<file path="src/rtl/stDataPkg.sv">
// shared widths and codes of the SD-card and ROM data path, RAM_ADDR_BITS is set per instance
package stDataPkg;

	// plain vectors with a meaning of their own
	typedef logic [15:0] wordT;    // ram data word and control register value
	typedef logic [7:0]  byteT;    // spi command byte or dma status byte
	typedef logic [22:0] ramAddrT; // word address as the ram host sees it
	typedef logic [1:0]  busCycleT; // bus slot phase, 3 is the last video phase
	typedef logic [4:0]  dmaIdxT;  // payload byte index into the dma status window

	// command byte sent first in every spi transfer
	typedef enum byteT {
		cmdSetAddr   = 8'd1, // 31 bit word address follows
		cmdWrite     = 8'd2, // words to store, address auto increments
		cmdRead      = 8'd3, // words to fetch, first one pre-issued
		cmdSetCtrl   = 8'd4, // one control word
		cmdDmaStatus = 8'd5, // status bytes shifted out
		cmdDmaAck    = 8'd6  // acknowledge of a dma request
	} spiCmdT;

	// state code handed to the ram host each clk_8 cycle
	typedef enum logic [2:0] {
		hostDecode = 3'b001, // idle
		hostRead   = 3'b010, // fetch word at addr
		hostWrite  = 3'b011, // store dataOut at addr
		hostReset  = 3'b101  // held while the core is in reset
	} hostStateT;

	// control register bit whose rising edge raises a dma request
	localparam int DMA_REQ_BIT = 0;

endpackage

</file>
<file path="src/rtl/dmaStatus.sv">
// counters move two to three clk_8 cycles after a request edge or ack, pending saturates at zero
`timescale 1ns/1ps

module dmaStatus (
	input  logic              clk_8,
	input  logic              ss,
	input  stDataPkg::wordT   ctrlOut, // control register, sck domain
	input  logic              dmaAck,  // one sck wide pulse
	input  stDataPkg::dmaIdxT dmaIdx,  // status byte index
	output stDataPkg::byteT   dmaData
);
	import stDataPkg::*;

	logic [2:0] reqSync;  // two sync flops and the previous value
	logic [2:0] ackSync;
	logic       reqEdge;  // request bit rose
	logic       ackEdge;  // ack pulse arrived
	byteT       pending;  // requests not yet acknowledged
	byteT       ackTotal; // acknowledges seen since reset
	wordT       snapshot; // control value at the last request

	assign reqEdge = reqSync[1] && !reqSync[2];
	assign ackEdge = ackSync[1] && !ackSync[2];

	always_ff @(posedge clk_8, posedge ss) begin
		if (ss) begin
			reqSync  <= '0;
			ackSync  <= '0;
			pending  <= '0;
			ackTotal <= '0;
			snapshot <= '0;
		end else begin
			reqSync <= {reqSync[1:0], ctrlOut[DMA_REQ_BIT]};
			ackSync <= {ackSync[1:0], dmaAck};

			if (reqEdge)
				snapshot <= ctrlOut; // settled long before the synced edge
			if (ackEdge)
				ackTotal <= ackTotal + 8'd1;

			// request and ack together leave pending as it is
			if (reqEdge && !ackEdge)
				pending <= pending + 8'd1;
			else if (ackEdge && !reqEdge && (pending != 8'd0))
				pending <= pending - 8'd1;
		end
	end

	// status window read by byte index
	always_comb begin
		case (dmaIdx)
			5'd0:    dmaData = pending;
			5'd1:    dmaData = ackTotal;
			5'd2:    dmaData = snapshot[15:8];
			5'd3:    dmaData = snapshot[7:0];
			default: dmaData = '0; // rest of the 32 byte window reads 0
		endcase
	end

endmodule

</file>
<file path="config.mk">
export PLATFORM = sky130hd
export DESIGN_NAME = dmaStatus
export DESIGN_NICKNAME = d
export VERILOG_FILES = /design/src/rtl/stDataPkg.sv /design/src/rtl/dmaStatus.sv
export SDC_FILE = /design/constraint.sdc
export NUM_CORES = 1
export LEC_CHECK = 0
export ABC_AREA = 1
export BUFFER_PORTS_ARGS = -buffer_cell sky130_fd_sc_hd__buf_2
export CAP_MARGIN = 15
export CORE_MARGIN = 8
export CORE_UTILIZATION = 40
export CTS_CLUSTER_SIZE = 24
export DETAILED_ROUTE_END_ITERATION = 10
export PLACE_DENSITY = 0.55
export REMOVE_ABC_BUFFERS = 1
export SLEW_MARGIN = 15
export SYNTH_ARGS = -nofsm -noshare
export SYNTH_HDL_FRONTEND = slang
export SYNTH_SLANG_ARGS = --single-unit
export TNS_END_PERCENT = 20
</file>
<file path="constraint.sdc">
create_clock -name clk_8 -period 3.3 [get_ports clk_8]
set_input_delay 0.165 -clock clk_8 [delete_from_list [all_inputs] [get_ports clk_8]]
set_output_delay 0.165 -clock clk_8 [all_outputs]
set_load 0.02 [all_outputs]
</file>
Word level (Yosys, flattened, before mapping)
Index checks and enable logic that the tools add are counted.
{"block": "classes", "add_sub_neg": 3, "mul": 0, "div": 0, "order_cmp": 0, "eq_ne": 3, "n_shift": 0, "mux": 3, "bitwise_logic": 0, "n_reduce_logical": 12}
{"cell": "8-bit case mux with 4 select lines", "n": 1}
{"cell": "8-bit by 1-bit adder with 8-bit output (second input constant)", "n": 2}
{"cell": "8-bit 2-to-1 mux", "n": 2}
{"cell": "5-bit by 2-bit == test with 1-bit output (second input constant)", "n": 2}
{"cell": "8-bit nonzero test", "n": 1}
{"cell": "8-bit by 1-bit subtractor with 8-bit output (second input constant)", "n": 1}
{"cell": "5-bit by 1-bit == test with 1-bit output (second input constant)", "n": 1}
{"cell": "1-bit logical AND", "n": 5}
{"cell": "5-bit logical NOT", "n": 1}
{"cell": "1-bit logical NOT", "n": 4}
{"cell": "2-bit nonzero test", "n": 1}
{"block": "word_totals", "ff_bits": 38, "latchBits": 0, "ramBits": 0, "romBits": 0, "input_bits": 24, "out_inout_bits": 8, "word_cells": 26, "memories": 0}

Depth between registers and ports, before layout
{"block": "depth", "depth_word": 7, "depth_mapped": 11, "ltp_nobuf": 11}

Least setup slack after synthesis
No wires, ideal clock.
{"block": "synth_path", "path_type": "register to register", "start": "reg reqSync[2]", "end": "reg pending[3]", "setup_time_ps": 74, "t_arrival_ps": 1714, "required_ps": 3226, "slack_ps": 1512, "path_stages_with_launch": 9, "n_path_buf": 0, "synth_period_minus_slack_ps": 1788, "path_cell_list": "dfrtp_1 nor2_4 nand2_2 ha_1 or2_2 nand2_1 xor2_1 nand2_2 o21ai_2"}
{"block": "synth_via", "elab_chain_cells": 6, "elab_cells_between_ends": 8, "classes_between": "mux: 1; reduce/logical: 7"}
{"element": "start, declared", "line_no": "dmaStatus.sv:14", "rtl": "logic [2:0] reqSync;"}
{"element": "start signal, assigned", "line_no": "dmaStatus.sv:33", "rtl": "reqSync <= {reqSync[1:0], ctrlOut[DMA_REQ_BIT]};"}
{"element": "1-bit logical NOT (*)", "line_no": "dmaStatus.sv:22", "rtl": "assign reqEdge = reqSync[1] && !reqSync[2];"}
{"element": "1-bit logical AND (*)", "line_no": "dmaStatus.sv:22"}
{"element": "1-bit logical NOT", "line_no": "dmaStatus.sv:44", "rtl": "else if (ackEdge && !reqEdge && (pending != 8'd0))"}
{"element": "1-bit logical AND (2 in series)", "line_no": "dmaStatus.sv:44"}
{"element": "2-bit nonzero test (no source line)"}
{"element": "end signal, assigned", "line_no": "dmaStatus.sv:43", "rtl": "pending <= pending + 8'd1;"}
{"element": "end signal, assigned", "line_no": "dmaStatus.sv:45", "rtl": "pending <= pending - 8'd1;"}
{"element": "end, declared", "line_no": "dmaStatus.sv:18", "rtl": "byteT pending;"}
Every way passes the cells marked *; elsewhere a longest branch is shown, timed or not.
A chain may end at the register's enable or synchronous reset.

Worst setup path in the final report
{"block": "layout_path", "start": "reg ackSync[1]", "end": "reg pending[3]"}
{"block": "layout_via", "elab_chain_cells": 4, "elab_cells_between_ends": 7, "classes_between": "mux: 1; reduce/logical: 6"}
{"element": "start, declared", "line_no": "dmaStatus.sv:15", "rtl": "logic [2:0] ackSync;"}
{"element": "start signal, assigned", "line_no": "dmaStatus.sv:34", "rtl": "ackSync <= {ackSync[1:0], dmaAck};"}
{"element": "1-bit logical AND (*)", "line_no": "dmaStatus.sv:23", "rtl": "assign ackEdge = ackSync[1] && !ackSync[2];"}
{"element": "1-bit logical NOT or 1-bit logical AND (tied branches)", "line_no": "dmaStatus.sv:42, dmaStatus.sv:44"}
{"element": "1-bit logical AND, on equally long branches", "line_no": "dmaStatus.sv:42, dmaStatus.sv:44"}
{"element": "8-bit 2-to-1 mux or 2-bit nonzero test (tied branches)"}
Marked as above.

==> out/qor.csv <==
metric;value;unit
synthesized instance count;245;
critical-path cell list;nand2_4 -> nand2_2 -> ha_1 -> or2_2 -> nand2_1 -> xor2_1 -> nand2_2 -> o21ai_2;
slowest cell on the critical path;dfrtp_1;
relative slew slack;67.9;%
Inserted Diodes;0;
Initial Util;41.8;%
CP required;3.52;ns
Mean Syn Cell Area;8.78;sq um
leakage;0.00126;uW
crit share post-route;56.6;%
CTS max path bufs;2;
number of DRC markers in iteration 0;43;
DRC Markers;0;
die area;7980;sq um
ranking of synthesized cells by area;dfrtp_1 (44%), nand2_1 (9.1%), inv_1 (6.3%);
Synth Register Bits;38;
Netlist cell types;32;
Cell Area, Synth;2150;sq um
Worst Max-Slew Pin Slew;0.481;ns
top layer in use;met4;
Synth Flop Type;dfrtp_1;
GRT Overall Usage;12.2;%
dpl ws;1.43;ns
TritonCTS Buffers;5;
P per Cell Area;661;nW/um^2
cell taking the most area after synthesis;dfrtp_1;
Setup violations, final;0;
status;finished, final reports clean;
met2 WL;1.93;mm
Die Ht;89.3;um
most frequent cell after synthesis;nand2_1;
routed vias;1633;
wire length on met1;2.00;mm
Worst-path clk slew;0.08;ns
TritonCTS Sinks;38;
largest net degree at the start of global routing;39;
FP Rows;26;
Root Buffer;clkbuf_8;
core area;5140;sq um
Detail Placement HPWL;3.17;mm
final hold violation count;0;
post-cts sizing count;0;
H-tree depth;2;
synth cell count leaders;nand2_1 (52), dfrtp_1 (38), inv_1 (36), o21ai_0 (13), o22ai_1 (12);
Final min period;1.87;ns
fmax;535;MHz
Routed Antenna Nets;0;
grt ovf;0;
CP arrival;2.09;ns
Setup Buffers After CTS;0;
I/O pin count;32;
insertion delay to the later sink of the worst-skew pair;0.29;ns
first-pass GRT wire length;7.51;mm
VDD IR max;0.000310;V
FFs w/ async S/R, synth;100;%
share of layout cells above drive strength 1;25.6;%
Synth top area share;44.2;%
fill cell count;533;
TritonRoute pass-1 iters;4;
CP endpoint kind;register;
number of max-cap violations;0;
Worst Skew;0.00728;ns
crit-path most repeated cell;nand2_2;
hold_buf cts;3;
initial antenna violation count;0;
setup tns final;0;ns
vias in the first global route;1607;
CP Launch Type;register;
Ys Warns;0;
Critical Path Max Stage Delay;0.43;ns
Routed WL;4.25;mm
Critical Path Fanout Max;12;
area delta synth->final;16.1;%
IO Port Bufs;31;
via density per instance;4.60;
WL met3;274;um
Die X-Extent;89.3;um
Slew Viols, Final;0;
Crit Path Category;reg -> reg;
EDFF count, synth;0;
CTS tree;built;
Setup WS post-layout;1.43;ns
RSZ-0062 raised after global routing;no;
gpl congestion;0.797;
hold crit path type;in -> reg;
wire per inst;12.0;um
Nets;316;
register area share after synthesis;44.2;%
[per-stage QoR]
step | util (%) | cell area [sq um] | hold slack (ns) | std cells | power (uW)
floorplan | - | 2110 | 0.196 | 241 | 1190
global placement | 46.2 | 2370 | 0.272 | 344 | 1330
detailed placement | 46.2 | 2370 | 0.276 | 344 | 1330
CTS | 48.6 | 2500 | 0.0643 | 355 | 1680
global route | 48.6 | 2500 | 0.0615 | 355 | 1810
finish | 48.6 | 2500 | 0.0733 | 355 | 1650
[layout by cell type, fill, tap and decap left out, types with 2 or more instances in the layout]
| cell | instances |
|---|---|
| nand2_4 | 2 |
| nand3_2 | 4 |
| inv_2 | 3 |
| or2_1 | 6 |
| nand3_1 | 11 |
| nor3_2 | 2 |
| nor2_1 | 7 |
| or2_2 | 2 |
| dlygate4sd3_1 | 3 |
| inv_1 | 36 |
| nand4_1 | 6 |
| o2111ai_1 | 2 |
| nand3b_1 | 4 |
| xor2_1 | 10 |
| nor2_4 | 4 |
| nor2_2 | 2 |
| nand2_2 | 7 |
| ha_1 | 7 |
| clkbuf_8 | 6 |
| a21oi_1 | 2 |
| nand2_1 | 52 |
| o21ai_2 | 4 |
| buf_2 | 31 |
| o22ai_1 | 12 |
| o21ai_0 | 13 |
| dfrtp_1 | 38 |
| buf_4 | 2 |
[power breakdown]
part / total (uW) / internal [uW] / switching, uW / leakage, uW
clock: 332 / 168 / 164 / 0.0000472
sequential: 669 / 575 / 94.7 / 0.000468
combinational: 648 / 269 / 379 / 0.000741
[path summary, 6_finish.rpt]
path	slack, ns	to	cells past startpoint	start
min in group asynchronous	0.53	pending[3]	4	ss
min reg2reg	0.35	ackSync[1]	0	ackSync[0]
max in group asynchronous	2.44	snapshot[12]	4	ss
max reg2reg	1.43	pending[3]	8	ackSync[1]
min	0.07	snapshot[6]	3	ctrlOut[6]
max	1.43	pending[3]	8	ackSync[1]
[layer usage]
layer,up-vias,track usage [%]
met3,5,4.41
met5,-,0
li1,868,-
met2,29,19.5
met1,731,14.8
met4,0,4.08
[final cells by class]
cell class                 count  area, sq um  share of cell area, %
tap                           70         87.6                   3.51
timing repair buffer          36          200                   8.02
sequential                    38          951                   38.1
multi-input combinational    164         1020                   40.7
clock buffer                   6         82.6                   3.31
clock inverter                 2         12.5                  0.501
inverter                      39          146                   5.86
[critical path: cells and delay by family (launching register included)]
family | cells | cell delay (ns)
flops | 1 | 0.43
simple gates | 5 | 0.79
xor+xnor | 1 | 0.17
fa+ha+maj | 1 | 0.38
compound gates | 1 | 0.05
[logic make-up after synthesis]
logic type / count (synthesis) / synth area share (%)
buf+inv: 43 / 8.49
simple gates: 111 / 27.6
fa+ha+maj: 8 / 5.00
compound gates: 34 / 10.2
xor+xnor: 11 / 4.48
flops: 38 / 44.2
[registers in the layout, indices dropped and copies added (netlist names)]
name / count
pending: 8
reqSync: 3
snapshot: 16
ackSync: 3
ackTotal: 8
No activity file was read; power rests on OpenSTA's default activity.
